`src/include/processor_cfg.svh`:
```
// widths and fixed register indices of the 16-bit pipeline
// the instruction layout assumes
// OPCODE_BITS + 1 + REG_BITS + IMM_BITS == WORD_SIZE
// register PC_REG doubles as the program counter
`ifndef PROCESSOR_CFG_SVH
`define PROCESSOR_CFG_SVH

// data and instruction word
`define WORD_SIZE 16

// register file
`define NUM_REGS 8
`define REG_BITS 3

// instruction fields
`define OPCODE_BITS 3
`define IMM_BITS 9

// program counter lives in the register file
`define PC_REG 7

`endif

```
`src/verilog/processor_pkg.sv`:
```
// shared types of the six-stage pipeline
// an all-zero stage record is a no-op, so every enum keeps its "none" value at zero
// instruction layout: opcode | imm | rx | 9-bit immediate, or 6 zero bits and ry
`include "processor_cfg.svh"

package processor_pkg;

    typedef enum logic [`OPCODE_BITS-1:0] {
        op_mv    = 3'b000,
        op_mvt_b = 3'b001,  // move-top when imm set, branch otherwise
        op_add   = 3'b010,
        op_sub   = 3'b011,
        op_ld    = 3'b100,
        op_st    = 3'b101,
        op_and   = 3'b110,  // not implemented, decodes to a no-op
        op_other = 3'b111   // compare lives here
    } opcode_e;

    typedef enum logic [1:0] {
        alu_none = 2'd0,
        alu_mov  = 2'd1,
        alu_add  = 2'd2,
        alu_sub  = 2'd3
    } alu_op_e;

    // encoded in the rx field of a branch
    typedef enum logic [2:0] {
        cond_none = 3'd0,
        cond_eq   = 3'd1,
        cond_ne   = 3'd2,
        cond_cc   = 3'd3,
        cond_cs   = 3'd4,
        cond_pl   = 3'd5,
        cond_mi   = 3'd6
    } cond_e;

    typedef struct packed {
        logic negative;
        logic zero;
        logic carry;
        logic overflow;
    } flags_t;

    typedef union packed {
        struct packed {
            opcode_e               opcode;
            logic                  imm;
            logic [`REG_BITS-1:0]  rx;
            logic [5:0]            zero_bits;  // must be zero for register-form compare
            logic [`REG_BITS-1:0]  ry;
        } reg_form;
        struct packed {
            opcode_e               opcode;
            logic                  imm;
            logic [`REG_BITS-1:0]  rx;
            logic [`IMM_BITS-1:0]  value;      // sign-extended on use
        } imm_form;
    } instr_u;

    typedef struct packed {
        logic [`WORD_SIZE-1:0] op1;           // rx value, store data
        logic [`WORD_SIZE-1:0] op2;           // ry value or immediate, memory address
        logic [`WORD_SIZE-1:0] out;           // result, load data
        logic [`REG_BITS-1:0]  rx;
        logic [`REG_BITS-1:0]  ry;
        logic                  uses_ry;
        logic                  writeback;     // result goes to rx
        logic                  read;
        logic                  write;
        logic                  is_branch;
        logic                  update_flags;
        alu_op_e               alu_op;
        cond_e                 cond;
        logic [`WORD_SIZE-1:0] pc_next;       // address after this instruction
    } stage_rec_t;

endpackage

```
`src/verilog/register_file.sv`:
```
// eight 16-bit registers, register PC_REG is the program counter
// reads and pc see a write of the same cycle (write-through), so a record in
// writeback needs no stall; when fetch and a PC write meet, the increment
// starts from the written value
`include "processor_cfg.svh"

module register_file (
    input  logic                  Clock,
    input  logic                  Reset,
    input  logic [`REG_BITS-1:0]  rd_addr_a,
    input  logic [`REG_BITS-1:0]  rd_addr_b,
    output logic [`WORD_SIZE-1:0] rd_data_a,
    output logic [`WORD_SIZE-1:0] rd_data_b,
    input  logic                  wr_en,
    input  logic [`REG_BITS-1:0]  wr_addr,
    input  logic [`WORD_SIZE-1:0] wr_data,
    input  logic                  pc_advance,
    output logic [`WORD_SIZE-1:0] pc
);

    logic [`WORD_SIZE-1:0] regs [`NUM_REGS];

    // write-through read ports
    assign rd_data_a = (wr_en && wr_addr == rd_addr_a) ? wr_data : regs[rd_addr_a];
    assign rd_data_b = (wr_en && wr_addr == rd_addr_b) ? wr_data : regs[rd_addr_b];

    // a branch target shows up as the fetch address right away
    assign pc = (wr_en && wr_addr == `REG_BITS'(`PC_REG)) ? wr_data : regs[`PC_REG];

    always_ff @(posedge Clock or posedge Reset) begin
        if (Reset) begin
            for (int i = 0; i < `NUM_REGS; i++) begin
                regs[i] <= '0;
            end
        end else begin
            if (wr_en) begin
                regs[wr_addr] <= wr_data;
            end
            if (pc_advance) begin
                regs[`PC_REG] <= pc + 1'b1;  // pc already holds any PC write
            end
        end
    end

endmodule

```
`src/verilog/instr_decoder.sv`:
```
// decodes the fetched word into a stage record, purely combinational
// an all-zero word is treated as a no-op (fetch bubbles are zero words)
// and, the link branch condition and malformed compares also decode to a no-op
// load and store always take the address from ry, whatever the imm bit says
`include "processor_cfg.svh"

module instr_decoder (
    input  processor_pkg::instr_u     word,
    input  logic [`WORD_SIZE-1:0]     pc_next,
    input  logic [`WORD_SIZE-1:0]     rd_data_a,
    input  logic [`WORD_SIZE-1:0]     rd_data_b,
    output processor_pkg::stage_rec_t rec
);

    logic                  is_imm;
    logic [`WORD_SIZE-1:0] imm_ext;

    assign is_imm  = word.imm_form.imm;
    assign imm_ext = {{(`WORD_SIZE-`IMM_BITS){word.imm_form.value[`IMM_BITS-1]}},
                      word.imm_form.value};

    always_comb begin
        rec = '0;
        if (word != '0) begin
            // common fields, refined per opcode below
            rec.rx      = word.reg_form.rx;
            rec.ry      = word.reg_form.ry;
            rec.op1     = rd_data_a;
            rec.op2     = is_imm ? imm_ext : rd_data_b;
            rec.uses_ry = !is_imm;
            rec.pc_next = pc_next;

            case (word.reg_form.opcode)
                processor_pkg::op_mv: begin
                    rec.alu_op    = processor_pkg::alu_mov;
                    rec.writeback = 1'b1;
                end
                processor_pkg::op_mvt_b: begin
                    if (is_imm) begin
                        // move-top, low byte of the result is cleared
                        rec.alu_op    = processor_pkg::alu_mov;
                        rec.op2       = {word.imm_form.value[7:0], {(`WORD_SIZE-8){1'b0}}};
                        rec.writeback = 1'b1;
                    end else if (word.reg_form.rx != 3'd7) begin
                        rec.op2       = imm_ext;  // offset from pc_next
                        rec.uses_ry   = 1'b0;
                        rec.is_branch = 1'b1;
                        rec.cond      = processor_pkg::cond_e'(word.reg_form.rx);
                    end else begin
                        rec = '0;                 // link condition
                    end
                end
                processor_pkg::op_add: begin
                    rec.alu_op    = processor_pkg::alu_add;
                    rec.writeback = 1'b1;
                end
                processor_pkg::op_sub: begin
                    rec.alu_op    = processor_pkg::alu_sub;
                    rec.writeback = 1'b1;
                end
                processor_pkg::op_ld: begin
                    rec.op2       = rd_data_b;
                    rec.uses_ry   = 1'b1;
                    rec.read      = 1'b1;
                    rec.writeback = 1'b1;
                end
                processor_pkg::op_st: begin
                    rec.op2     = rd_data_b;
                    rec.uses_ry = 1'b1;
                    rec.write   = 1'b1;
                end
                processor_pkg::op_other: begin
                    if (is_imm || word.reg_form.zero_bits == '0) begin
                        rec.alu_op       = processor_pkg::alu_sub;  // compare
                        rec.update_flags = 1'b1;
                    end else begin
                        rec = '0;
                    end
                end
                default: rec = '0;
            endcase
        end
    end

endmodule

```
`src/verilog/hazard_unit.sv`:
```
// RAW and control hazard detection, no forwarding
// inflight holds the records in decode, execute, memory 1 and memory 2;
// writeback is covered by the write-through register file
// a branch anywhere from fetch to memory 2 holds fetch
`include "processor_cfg.svh"

module hazard_unit (
    input  processor_pkg::stage_rec_t dec_rec,
    input  logic                      fetch_is_branch,
    input  processor_pkg::stage_rec_t inflight [4],
    output logic                      decode_stall,
    output logic                      fetch_stall
);

    logic check_rx;
    logic branch_seen;

    // rx is a source or a destination for everything except branches and no-ops
    assign check_rx = dec_rec.writeback | dec_rec.read | dec_rec.write
                    | dec_rec.update_flags;

    always_comb begin
        decode_stall = 1'b0;
        branch_seen  = fetch_is_branch;
        for (int i = 0; i < 4; i++) begin
            if (inflight[i].writeback) begin
                if (check_rx && inflight[i].rx == dec_rec.rx) begin
                    decode_stall = 1'b1;
                end
                if (dec_rec.uses_ry && inflight[i].rx == dec_rec.ry) begin
                    decode_stall = 1'b1;
                end
            end
            if (inflight[i].is_branch) begin
                branch_seen = 1'b1;
            end
        end
    end

    assign fetch_stall = decode_stall | branch_seen;

endmodule

```
`src/verilog/execute_unit.sv`:
```
// ALU, branch condition and the NZCV flag register
// only compare loads the flags; overflow is computed for subtract only
// carry after subtract is the borrow out of bit 15
// a branch with a false condition leaves as a no-op record
`include "processor_cfg.svh"

module execute_unit (
    input  logic                      Clock,
    input  logic                      Reset,
    input  logic                      advance,
    input  processor_pkg::stage_rec_t in_rec,
    output processor_pkg::stage_rec_t out_rec
);

    localparam int MSB = `WORD_SIZE - 1;

    processor_pkg::flags_t flags;
    processor_pkg::flags_t flags_next;
    logic [`WORD_SIZE-1:0] result;
    logic                  carry;
    logic                  cond_met;

    always_comb begin
        carry  = 1'b0;
        result = in_rec.out;
        case (in_rec.alu_op)
            processor_pkg::alu_mov: result = in_rec.op2;
            processor_pkg::alu_add: {carry, result} = {1'b0, in_rec.op1} + {1'b0, in_rec.op2};
            processor_pkg::alu_sub: {carry, result} = {1'b0, in_rec.op1} - {1'b0, in_rec.op2};
            default: ;
        endcase
    end

    always_comb begin
        flags_next.negative = result[MSB];
        flags_next.zero     = (result == '0);
        flags_next.carry    = carry;
        flags_next.overflow = (in_rec.alu_op == processor_pkg::alu_sub)
                            && (in_rec.op1[MSB] != in_rec.op2[MSB])
                            && (result[MSB] != in_rec.op1[MSB]);
    end

    always_comb begin
        case (in_rec.cond)
            processor_pkg::cond_eq: cond_met = flags.zero;
            processor_pkg::cond_ne: cond_met = !flags.zero;
            processor_pkg::cond_cc: cond_met = !flags.carry;
            processor_pkg::cond_cs: cond_met = flags.carry;
            processor_pkg::cond_pl: cond_met = !flags.zero && !flags.negative;  // strictly positive
            processor_pkg::cond_mi: cond_met = !flags.zero && flags.negative;
            default:                cond_met = 1'b1;
        endcase
    end

    always_comb begin
        out_rec     = in_rec;
        out_rec.out = result;
        if (in_rec.is_branch) begin
            if (cond_met) begin
                out_rec.out       = in_rec.pc_next + in_rec.op2;
                out_rec.rx        = `REG_BITS'(`PC_REG);
                out_rec.writeback = 1'b1;  // target goes to the PC in writeback
            end else begin
                out_rec = '0;
            end
        end
    end

    always_ff @(posedge Clock or posedge Reset) begin
        if (Reset) begin
            flags <= '0;
        end else if (advance && in_rec.update_flags) begin
            flags <= flags_next;
        end
    end

endmodule

```
`src/verilog/memory_stage.sv`:
```
// data port of the pipeline, driven straight from the memory 1 record
// a request stays up until DataDone is seen high at a rising edge;
// load data must be valid on DataIn in that same cycle
// if Enable is low while DataDone is high, the access is repeated later
`include "processor_cfg.svh"

module memory_stage (
    input  processor_pkg::stage_rec_t m1_rec,
    input  logic [`WORD_SIZE-1:0]     DataIn,
    input  logic                      DataDone,
    output logic [`WORD_SIZE-1:0]     DataAddr,
    output logic [`WORD_SIZE-1:0]     DataOut,
    output logic                      ReadData,
    output logic                      WriteData,
    output logic                      mem_wait,
    output processor_pkg::stage_rec_t m2_rec
);

    logic request;

    assign request = m1_rec.read | m1_rec.write;

    // address and data stay stable as long as memory 1 holds
    assign DataAddr  = m1_rec.op2;
    assign DataOut   = m1_rec.op1;
    assign ReadData  = m1_rec.read;
    assign WriteData = m1_rec.write;

    assign mem_wait = request & ~DataDone;  // holds the whole pipeline

    always_comb begin
        m2_rec = m1_rec;
        if (m1_rec.read) begin
            m2_rec.out = DataIn;  // load result
        end
    end

endmodule

```
`src/verilog/processor.sv`:
```
// six-stage in-order 16-bit processor: fetch, decode, execute, memory 1,
// memory 2, writeback
// instruction memory must answer InstrIn in the same cycle as InstrAddr
// writes to r7 other than by a branch are not guarded, wrong-path fetches follow
// everything holds while Enable is low or a data access waits for DataDone
`include "processor_cfg.svh"

module processor (
    input  logic                  Clock,
    input  logic                  Reset,
    input  logic                  Enable,
    input  logic [`WORD_SIZE-1:0] InstrIn,
    input  logic [`WORD_SIZE-1:0] DataIn,
    input  logic                  DataDone,
    output logic [`WORD_SIZE-1:0] InstrAddr,
    output logic [`WORD_SIZE-1:0] DataAddr,
    output logic [`WORD_SIZE-1:0] DataOut,
    output logic                  ReadData,
    output logic                  WriteData
);

    processor_pkg::instr_u     fetch_word;
    logic [`WORD_SIZE-1:0]     fetch_pc_next;
    processor_pkg::stage_rec_t dec_r, ex_r, m1_r, m2_r, wb_r;  // record in each stage
    processor_pkg::stage_rec_t dec_next, ex_next, m2_next;
    processor_pkg::stage_rec_t inflight [4];

    logic [`WORD_SIZE-1:0] rd_data_a, rd_data_b;
    logic [`WORD_SIZE-1:0] pc;
    logic                  advance, mem_wait;
    logic                  decode_stall, fetch_stall;
    logic                  fetch_is_branch;

    assign advance   = Enable & ~mem_wait;
    assign InstrAddr = pc;

    assign fetch_is_branch = (fetch_word.imm_form.opcode == processor_pkg::op_mvt_b)
                           && !fetch_word.imm_form.imm;

    assign inflight[0] = dec_r;
    assign inflight[1] = ex_r;
    assign inflight[2] = m1_r;
    assign inflight[3] = m2_r;

    register_file u_regs (
        .Clock      (Clock),
        .Reset      (Reset),
        .rd_addr_a  (fetch_word.reg_form.rx),
        .rd_addr_b  (fetch_word.reg_form.ry),
        .rd_data_a  (rd_data_a),
        .rd_data_b  (rd_data_b),
        .wr_en      (advance & wb_r.writeback),  // one write per record
        .wr_addr    (wb_r.rx),
        .wr_data    (wb_r.out),
        .pc_advance (advance & ~fetch_stall),
        .pc         (pc)
    );

    instr_decoder u_dec (
        .word      (fetch_word),
        .pc_next   (fetch_pc_next),
        .rd_data_a (rd_data_a),
        .rd_data_b (rd_data_b),
        .rec       (dec_next)
    );

    hazard_unit u_hazard (
        .dec_rec         (dec_next),
        .fetch_is_branch (fetch_is_branch),
        .inflight        (inflight),
        .decode_stall    (decode_stall),
        .fetch_stall     (fetch_stall)
    );

    execute_unit u_exec (
        .Clock   (Clock),
        .Reset   (Reset),
        .advance (advance),
        .in_rec  (dec_r),
        .out_rec (ex_next)
    );

    memory_stage u_mem (
        .m1_rec    (m1_r),
        .DataIn    (DataIn),
        .DataDone  (DataDone),
        .DataAddr  (DataAddr),
        .DataOut   (DataOut),
        .ReadData  (ReadData),
        .WriteData (WriteData),
        .mem_wait  (mem_wait),
        .m2_rec    (m2_next)
    );

    always_ff @(posedge Clock or posedge Reset) begin
        if (Reset) begin
            fetch_word    <= '0;
            fetch_pc_next <= '0;
            dec_r         <= '0;
            ex_r          <= '0;
            m1_r          <= '0;
            m2_r          <= '0;
            wb_r          <= '0;
        end else if (advance) begin
            if (decode_stall) begin
                dec_r <= '0;                   // bubble into execute, fetch holds
            end else begin
                dec_r <= dec_next;
                if (fetch_stall) begin
                    fetch_word <= '0;          // branch in flight
                end else begin
                    fetch_word    <= InstrIn;
                    fetch_pc_next <= pc + 1'b1;
                end
            end
            ex_r <= ex_next;
            m1_r <= ex_r;
            m2_r <= m2_next;
            wb_r <= m2_r;
        end
    end

endmodule

```
`config.mk`:
```
export PLATFORM = sky130hd
export DESIGN_NAME = processor
export DESIGN_NICKNAME = d
export VERILOG_FILES = /design/src/verilog/processor_pkg.sv /design/src/verilog/register_file.sv /design/src/verilog/instr_decoder.sv /design/src/verilog/hazard_unit.sv /design/src/verilog/execute_unit.sv /design/src/verilog/memory_stage.sv /design/src/verilog/processor.sv
export VERILOG_INCLUDE_DIRS = /design/src /design/src/include
export SDC_FILE = /design/constraint.sdc
export NUM_CORES = 1
export LEC_CHECK = 0
export BUFFER_PORTS_ARGS = -buffer_cell sky130_fd_sc_hd__buf_2
export CORE_MARGIN = 3
export CORE_UTILIZATION = 40
export DETAILED_ROUTE_END_ITERATION = 16
export MAX_ROUTING_LAYER = met4
export PLACE_DENSITY = 0.56
export SLEW_MARGIN = 20
export SYNTH_ARGS = -nofsm -noshare
export SYNTH_HDL_FRONTEND = slang
export SYNTH_SLANG_ARGS = --single-unit
```
`constraint.sdc`:
```
create_clock -name Clock -period 22.2 [get_ports Clock]
set_input_delay 4.44 -clock Clock [delete_from_list [all_inputs] [get_ports Clock]]
set_output_delay 4.44 -clock Clock [all_outputs]
set_load 0.005 [all_outputs]
```
After elaboration in Yosys (flattened, before gate mapping) --
Index checks and enable logic that the tools add are counted.
Operators by class: add/subtract/negate cells 4, reductions and logical operators 32, order comparisons 4, multiplexer cells 70, bitwise gates (word level) 16, eq/ne operators 27
Operators with widths (number):
- 2-to-1 mux 16 bit | 19
- 2-to-1 mux 81 bit | 3
- bitwise mux 128 bit | 1
- binary-select mux 16 bit (select 3 bit) | 2
- case mux 16 bit (3 select lines) | 2
- case mux 22 bit (3 select lines) | 1
- case mux 16 bit (4 select lines) | 1
- 2-to-1 mux 59 bit | 1
- case mux 19 bit (3 select lines) | 1
- demux 16 bit (select 3 bit) | 1
- 2-to-1 mux 19 bit | 2
- 2-to-1 mux 32 bit | 1
- == test 3 bit | 10
- 2-to-1 mux 25 bit | 1
- == test 3 bit (second input constant) | 7
- 2-to-1 mux 1 bit | 20
- adder 16 x 16 -> 17 bit | 1
- subtractor 16 x 16 -> 17 bit | 1
- adder 16 x 1 -> 16 bit (second input constant) | 1
- adder 16 bit | 1
- logical AND 1 bit | 16
- logical NOT 16 bit | 1
- nonzero test 16 bit | 1
- == test 3 x 2 -> 1 bit (second input constant) | 4
- other kinds (32) | 54
Word-level totals: logic and storage cells 203, bits in registers 395, output and inout bits 50

Logic depth before layout (Yosys ltp) --
Gate-level depths: netlist of the first run.
depth after elaboration 31, gate-level depth with buffers 14, depth with buffers taken out 13

Modules after synthesis --
Synthesis of the first run repeated with hierarchy kept, for this count alone.
Second synthesis, totals: cells, all modules 3104, area total of the unflattened synthesis 28655.0 µm²
By module, submodules not included:
- processor | area each 14830.5 µm², times used 1, cells an instance 1627
- register_file | area each 7855.0 µm², times used 1, cells an instance 632
- execute_unit | area each 3385.7 µm², times used 1, cells an instance 498
- instr_decoder | area each 1234.9 µm², times used 1, cells an instance 184
- memory_stage | area each 998.5 µm², times used 1, cells an instance 118
- hazard_unit | area each 350.3 µm², times used 1, cells an instance 45

Worst setup path after synthesis of the first run --
OpenSTA, ideal clock, no wires.
kind input-to-output, from in DataDone, to out InstrAddr[2], arrival time 5.950 ns, stages 5, setup slack 11.810 ns, path through o2111ai_4 -> clkbuf_1 -> clkbuf_1 -> mux2i_1 -> inv_1
On the way: longest elaborated chain between the ends 7
Ends and longest elaborated chain:
- start, declared | RTL line processor.sv:14 | input logic DataDone,
- inverter 1 bit | RTL line memory_stage.sv:29 | assign mem_wait = request & ~DataDone;
- AND 1 bit | RTL line memory_stage.sv:29
- inverter 1 bit | RTL line processor.sv:34 | assign advance = Enable & ~mem_wait;
- AND 1 bit | RTL line processor.sv:34
- AND 1 bit | RTL line processor.sv:52 | .wr_en (advance & wb_r.writeback),
- logical AND 1 bit | RTL line register_file.sv:28 | assign pc = (wr_en && wr_addr == `REG_BITS'(`PC_REG)) ? wr_data : regs[`PC_REG];
- 2-to-1 mux 16 bit | RTL line register_file.sv:28
- end, declared | RTL line processor.sv:15 | output logic [`WORD_SIZE-1:0] InstrAddr,
Every way passes these cells.

Worst setup path in the final report of the first run --
from in DataDone, to out InstrAddr[6]
The elaborated chain is that of the path after synthesis.

==> flow_metrics.env, run 1 <==
export IMPL_status="finished clean"
export IMPL_min_delay_start="ex_r[57]"
export IMPL_post_route_period_util_pct=48.1
export IMPL_fill_cells=4941
export IMPL_clkPwrFrac_pct=22.4
export IMPL_die_y_um=236
export IMPL_fin_skew_ns=0.0220
export IMPL_cts_sinks=375
export IMPL_crit_type="in -> out"
export IMPL_crit_fanout=24
export IMPL_grt_pass1_wl_um=98600
export IMPL_final_nets=2156
export IMPL_coreArea_um2=51700
export IMPL_path_cells="buf_2, o2111ai_4, mux2i_1, inv_1, buf_2"
export IMPL_pwr_density_cell_nw_per_um2=142
export IMPL_clk_root_buffer_cell="clkbuf_16"
export IMPL_rows=83
export IMPL_cts_resized=0
export IMPL_io_pins=86
export IMPL_relSlewSlack_pct=23.7
export IMPL_cts_buffer_depth=3
export IMPL_synth_ff_type="dfrtp_1"
export IMPL_layout_drive_gt1_share_pct=19.4
export IMPL_avgSynthCellArea_um2=10.1
export IMPL_tightest_slew_ns=1.14
export IMPL_die_area_um2=55600
export IMPL_max_cap_violations=0
export IMPL_cp_common_cell="buf_2"
export IMPL_initial_utilization_pct=40.8
export IMPL_fin_setup_tns_ns=0
export IMPL_period_needed_ns=10.67
export IMPL_drt_iter0_drc=1273
export IMPL_synth_seq_cells=375
export IMPL_die_w_um=236
export IMPL_fmax_ghz=0.0937
export IMPL_slowest_delay_ns=0.85
export IMPL_route_detailed_wl_per_inst_um=22.8
export IMPL_async_flop_share_pct=100
export IMPL_combPwrFrac_pct=42.9
export IMPL_drt_first_pass_iters=5
export IMPL_leakage_uw=0.0111
export IMPL_final_cells=2783
export IMPL_peakVddDrop_mv=0.0696
export IMPL_startpoint_type="input pin"
export IMPL_worstReg2RegEnd="fetch_pc_next[15]"
export IMPL_rsz0062_at_grt="false"
export IMPL_register_area_um2=9390
export IMPL_p_sw_share_pct=42.5
export IMPL_whs_endpoint="ex_r[57]"
export IMPL_grt_start_max_net_pins=218
export IMPL_setup_viol=0
export IMPL_syn_area_um2=21100
export IMPL_power_internal_uw=1910
export IMPL_antenna_found_initial=0
export IMPL_synth_edf_count=0
export IMPL_placedCellCount=2704
export IMPL_hold_buffers=0
export IMPL_dp_hpwl_um=44300
export IMPL_r2r_cells=9
export IMPL_cts_tree="done"
export IMPL_drtAntennaViolNets=0
export IMPL_slew_viol_final=0
export IMPL_synth_nets=2170
export IMPL_worstPathRequired_ns=17.76
export IMPL_wirelength_um=63400
export IMPL_holdPathStages=2
export IMPL_crit_slowest_cell="o2111ai_4"
export IMPL_areaGrowthSynthToFinish_pct=10.6
export IMPL_ys_seq_area_share_pct=44.4
export IMPL_place_gp_congestion=0.928
export IMPL_utilization_pct=45.2
export IMPL_grt_use_total_pct=23.4
export IMPL_insertion_delay_ns=0.58
export IMPL_power_switching_uw=1410
export IMPL_ff2ff_setup_slack_ns=17.32
export IMPL_grt_overflow=0
export IMPL_vias_per_cell=5.72
export IMPL_yosysWarnings=0
export IMPL_grt_pass1_vias=15894
export IMPL_cts_inserted_buffers=43
export IMPL_hold_violations=0
export IMPL_postCtsSetupBuffers=0
export IMPL_vias=15919
export IMPL_r2r_start="inflight[105]"
export IMPL_drcViolationCount=0
export IMPL_worstPathArrival_ns=6.23
export IMPL_multi_input_area_um2=10700
export IMPL_min_delay_path_class="reg -> reg"
export IMPL_port_buffer_count=85
export IMPL_cp_end_kind="primary output"
export IMPL_syn_inst=2083
export IMPL_h_tree_depth=2
export IMPL_ys_types=87
export IMPL_cp_startpoint="DataDone"
export IMPL_seq_power_share_pct=34.7
export IMPL_clkTransAtPathRegs_ns=0.06
==> critical path, delay by kind of cell <==
family | cells | cell delay (ns)
buffers and inverters | 3 | 0.43
AOI/OAI and AO/OA | 1 | 0.85
muxes | 1 | 0.46
==> cells by family (layout without fill, tap and decap cells) <==
family	Yosys count	after routing	share of synthesized area, %
xor+xnor	66	66	2.74
mux	264	264	17.1
simple gates	704	704	14.7
flops	375	375	44.4
fa+ha+maj	51	51	3.13
other cells	0	1	0
compound gates	384	384	12.8
buf+inv	239	258	5.01
==> power groups by stage <==
stage / Sequential (uW) / Clock (uW) / Combinational, uW
2_1_floorplan: 1020 / 0 / 1100
3_3_place_gp: 1150 / 0 / 1410
3_5_place_dp: 1160 / 0 / 1420
4_1_cts: 1150 / 763 / 1430
5_1_grt: 1180 / 792 / 1560
6_report: 1150 / 745 / 1430
==> metrics by stage <==
stage                     hold WS, ns  instance area [um^2]  total power [uW]  setup slack (ns)
after floorplan                 0.439                 21100              2130              7.34
after global placement          0.452                 21900              2560             11.53
after detailed placement        0.452                 21900              2580             11.50
after CTS                       0.469                 23300              3340             11.50
after global routing            0.489                 23400              3540             11.41
final                           0.464                 23400              3320             11.53
==> how the worst max path moves through the flow <==
stage          slack [ns]             to  cells after the start
2_1_floorplan        7.34       dec_r[0]                      1
4_1_cts             11.50  InstrAddr[12]                      5
5_1_grt             11.41  InstrAddr[12]                      5
3_5_place_dp        11.50  InstrAddr[12]                      5
3_3_place_gp        11.53   InstrAddr[6]                      5
6_report            11.53   InstrAddr[6]                      5
==> sequential cells by signal, indices dropped and copies added, names as in the netlist <==
| name | flops |
|---|---|
| fetch_pc_next | 16 |
| dec_r | 61 |
| fetch_word | 16 |
| inflight | 76 |
| ex_r | 55 |
| u_regs.regs | 128 |
| u_exec.flags | 3 |
| wb_r | 20 |
==> Yosys cell counts, types with 34 or more instances <==
cell type,number,share of area (%)
mux4_2,64,6.8
dfrtp_1,375,44
nor3_1,34,0.81
ha_1,48,2.8
buf_4,34,1.2
nand3_1,62,1.5
nand2_1,426,7.6
inv_1,63,1.1
xnor2_1,47,1.9
nor2_1,83,1.5
o21ai_0,94,2.2
mux2_2,124,6.6
clkbuf_1,113,2.0
mux2i_1,62,2.9
a21oi_1,54,1.3
a22o_1,53,2.2
==> layout by cell type, fill, tap and decap left out, types with 45 or more instances in the layout <==
cell type	n
a21oi_1	54
a22o_1	53
buf_2	85
clkbuf_16	45
dfrtp_1	372
ha_1	48
inv_1	62
mux2_2	124
mux2i_1	62
mux4_2	64
nand2_1	426
nand3_1	61
nor2_1	83
o21ai_0	93
xnor2_1	47
==> layout make-up <==
type	count	area share, %
clock inverter	16	1.02
multi-input combinational	1469	45.9
timing repair buffer	116	2.89
tap	680	3.64
inverter	64	1.06
sequential	375	40.2
antenna	1	0.0107
clock buffer	62	5.27
==> routing by layer <==
layer	routed length, um	GRT usage (%)
met3	2740	2.66
met5	0	-
met1	29400	32.4
met2	29600	36.5
met4	1750	6.62
(Power assumes the default switching activity.)
==> run 2: changes to the inputs <==
==> constraint.sdc (replaced) <==
create_clock -name Clock -period 11 [get_ports Clock]
set_input_delay 2.2 -clock Clock [delete_from_list [all_inputs] [get_ports Clock]]
set_output_delay 2.2 -clock Clock [all_outputs]
set_load 0.005 [all_outputs]
==> flow_metrics.env, run 2 (same netlist as run 1, synthesis figures left out) <==
export IMPL_final_cell_mix="nand2_1 (426), dfrtp_1 (372), mux2_2 (124)"
export IMPL_power_internal_uw=3780
export IMPL_total_power_uw=6610
export IMPL_postCtsSetupBuffers=0
export IMPL_relSlewSlack_pct=27.3
export IMPL_slew_viol_final=0
export IMPL_status="finished clean"
export IMPL_cp_common_cell="buf_2"
export IMPL_hold_violations=0
export IMPL_h_tree_depth=2
export IMPL_die_w_um=236
export IMPL_largest_reg_flops=128
export IMPL_cp_startpoint="DataDone"
export IMPL_final_nets=2154
export IMPL_wirelength_um=63100
export IMPL_fin_setup_tns_ns=0
export IMPL_place_gp_congestion=0.960
export IMPL_leakage_uw=0.0110
export IMPL_drt_first_pass_iters=5
export IMPL_dp_hpwl_um=44000
export IMPL_grt_pass1_vias=15717
export IMPL_vias=15940
export IMPL_largest_register="u_regs.regs"
export IMPL_worstPathArrival_ns=3.99
export IMPL_max_cap_violations=0
export IMPL_setup_viol=0
export IMPL_grt_start_max_net_pins=161
export IMPL_antenna_found_initial=0
export IMPL_p_sw_share_pct=42.7
export IMPL_grt_overflow=0
export IMPL_peakVddDrop_mv=0.207
export IMPL_insertion_delay_ns=0.57
export IMPL_areaGrowthSynthToFinish_pct=10.2
export IMPL_fmax_ghz=0.162
export IMPL_hold_buffers=0
export IMPL_drcViolationCount=0
export IMPL_pwr_density_cell_nw_per_um2=284
export IMPL_die_y_um=236
export IMPL_fin_skew_ns=0.0168
export IMPL_clkTransAtPathRegs_ns=0.06
export IMPL_io_pins=86
export IMPL_min_delay_path_class="reg -> reg"
export IMPL_seq_power_share_pct=35.5
export IMPL_drtAntennaViolNets=0
export IMPL_clkPwrFrac_pct=21.4
export IMPL_layout_commonest_cell="nand2_1"
export IMPL_startpoint_type="input pin"
export IMPL_crit_slowest_cell="o2111ai_4"
export IMPL_initial_utilization_pct=40.8
export IMPL_crit_fanout=24
export IMPL_power_switching_uw=2820
export IMPL_grt_pass1_wl_um=97400
export IMPL_combPwrFrac_pct=43.1
export IMPL_slowest_delay_ns=0.85
export IMPL_crit_type="in -> out"
export IMPL_rows=83
export IMPL_cp_end_kind="primary output"
export IMPL_tightest_slew_ns=1.09
export IMPL_route_detailed_wl_per_inst_um=22.7
export IMPL_layout_drive_gt1_share_pct=19.4
export IMPL_antennaDiodeCount=0
export IMPL_drt_iter0_drc=1319
export IMPL_clk_root_buffer_cell="clkbuf_16"
export IMPL_period_needed_ns=6.19
export IMPL_cts_tree="done"
export IMPL_cts_inserted_buffers=42
export IMPL_r2r_start="fetch_word[11]"
export IMPL_worstPathRequired_ns=8.80
export IMPL_vias_per_cell=5.73
export IMPL_cts_sinks=375
export IMPL_path_cells="buf_2, o2111ai_4, mux2i_1, inv_1, buf_2"
export IMPL_coreArea_um2=51700
export IMPL_cts_resized=0
export IMPL_rsz0062_at_grt="false"
export IMPL_min_delay_start="ex_r[65]"
export IMPL_grt_use_total_pct=23.0
export IMPL_port_buffer_count=85
export IMPL_cts_buffer_depth=3
export IMPL_post_route_period_util_pct=56.2
export IMPL_die_area_um2=55600
## run 2: layer usage
| layer | wire length (um) | vias to the layer above | GRT usage (%) |
|---|---|---|---|
| li1 | - | 7351 | - |
| met1 | 29100 | 8042 | 32.2 |
| met2 | 28800 | 458 | 34.9 |
| met3 | 3100 | 89 | 2.87 |
| met4 | 2130 | 0 | 7.80 |
| met5 | 0 | - | - |
## run 2: power by group through the flow
stage	Clock (uW)	Sequential, uW	Combinational (uW)
after floorplan	0	2070	2230
after global placement	0	2340	2810
after detailed placement	0	2360	2840
after CTS	1450	2340	2850
after global routing	1500	2410	3110
final	1410	2340	2850
## run 2: layout make-up
type                    count  area (um^2)
multi-input cells        1469        10700
fillers                  4938        28500
clock buffers              68         1300
inverters                  64          244
repair buffers            115          663
well taps                 680          851
clock inverters             9         88.8
flip-flops and latches    375         9390
## run 2: path summary, 6_finish.rpt
| kind | slack [ns] | depth (start not counted) | to |
|---|---|---|---|
| worst max register to register | 5.81 | 11 | u_regs.regs[1] |
| worst min register to register | 0.46 | 2 | inflight[146] |
| worst max-delay path | 4.81 | 5 | InstrAddr[6] |
| max in group asynchronous | 7.48 | 4 | inflight[48] |
| min in group asynchronous | 1.79 | 3 | u_regs.regs[20] |
| worst min-delay path | 0.46 | 2 | inflight[146] |
## run 2: worst max-delay path, delay by kind of cell
family	cells	cell delay (ns)
compound gates	1	0.85
mux	1	0.46
buf+inv	3	0.43
## run 2: per-stage QoR
| stage | area [um^2] | hold WS, ns | instances | utilization [%] | worst slack [ns] |
|---|---|---|---|---|---|
| 2_1_floorplan | 21100 | 0.439 | 2083 | - | 3.76 |
| 3_3_place_gp | 21900 | 0.451 | 2703 | 42.3 | 4.81 |
| 3_5_place_dp | 21900 | 0.454 | 2703 | 42.3 | 4.79 |
| 4_1_cts | 23300 | 0.467 | 2780 | 45.0 | 4.77 |
| 5_1_grt | 23300 | 0.486 | 2780 | 45.0 | 4.66 |
| 6_report | 23300 | 0.462 | 2780 | 45.0 | 4.81 |
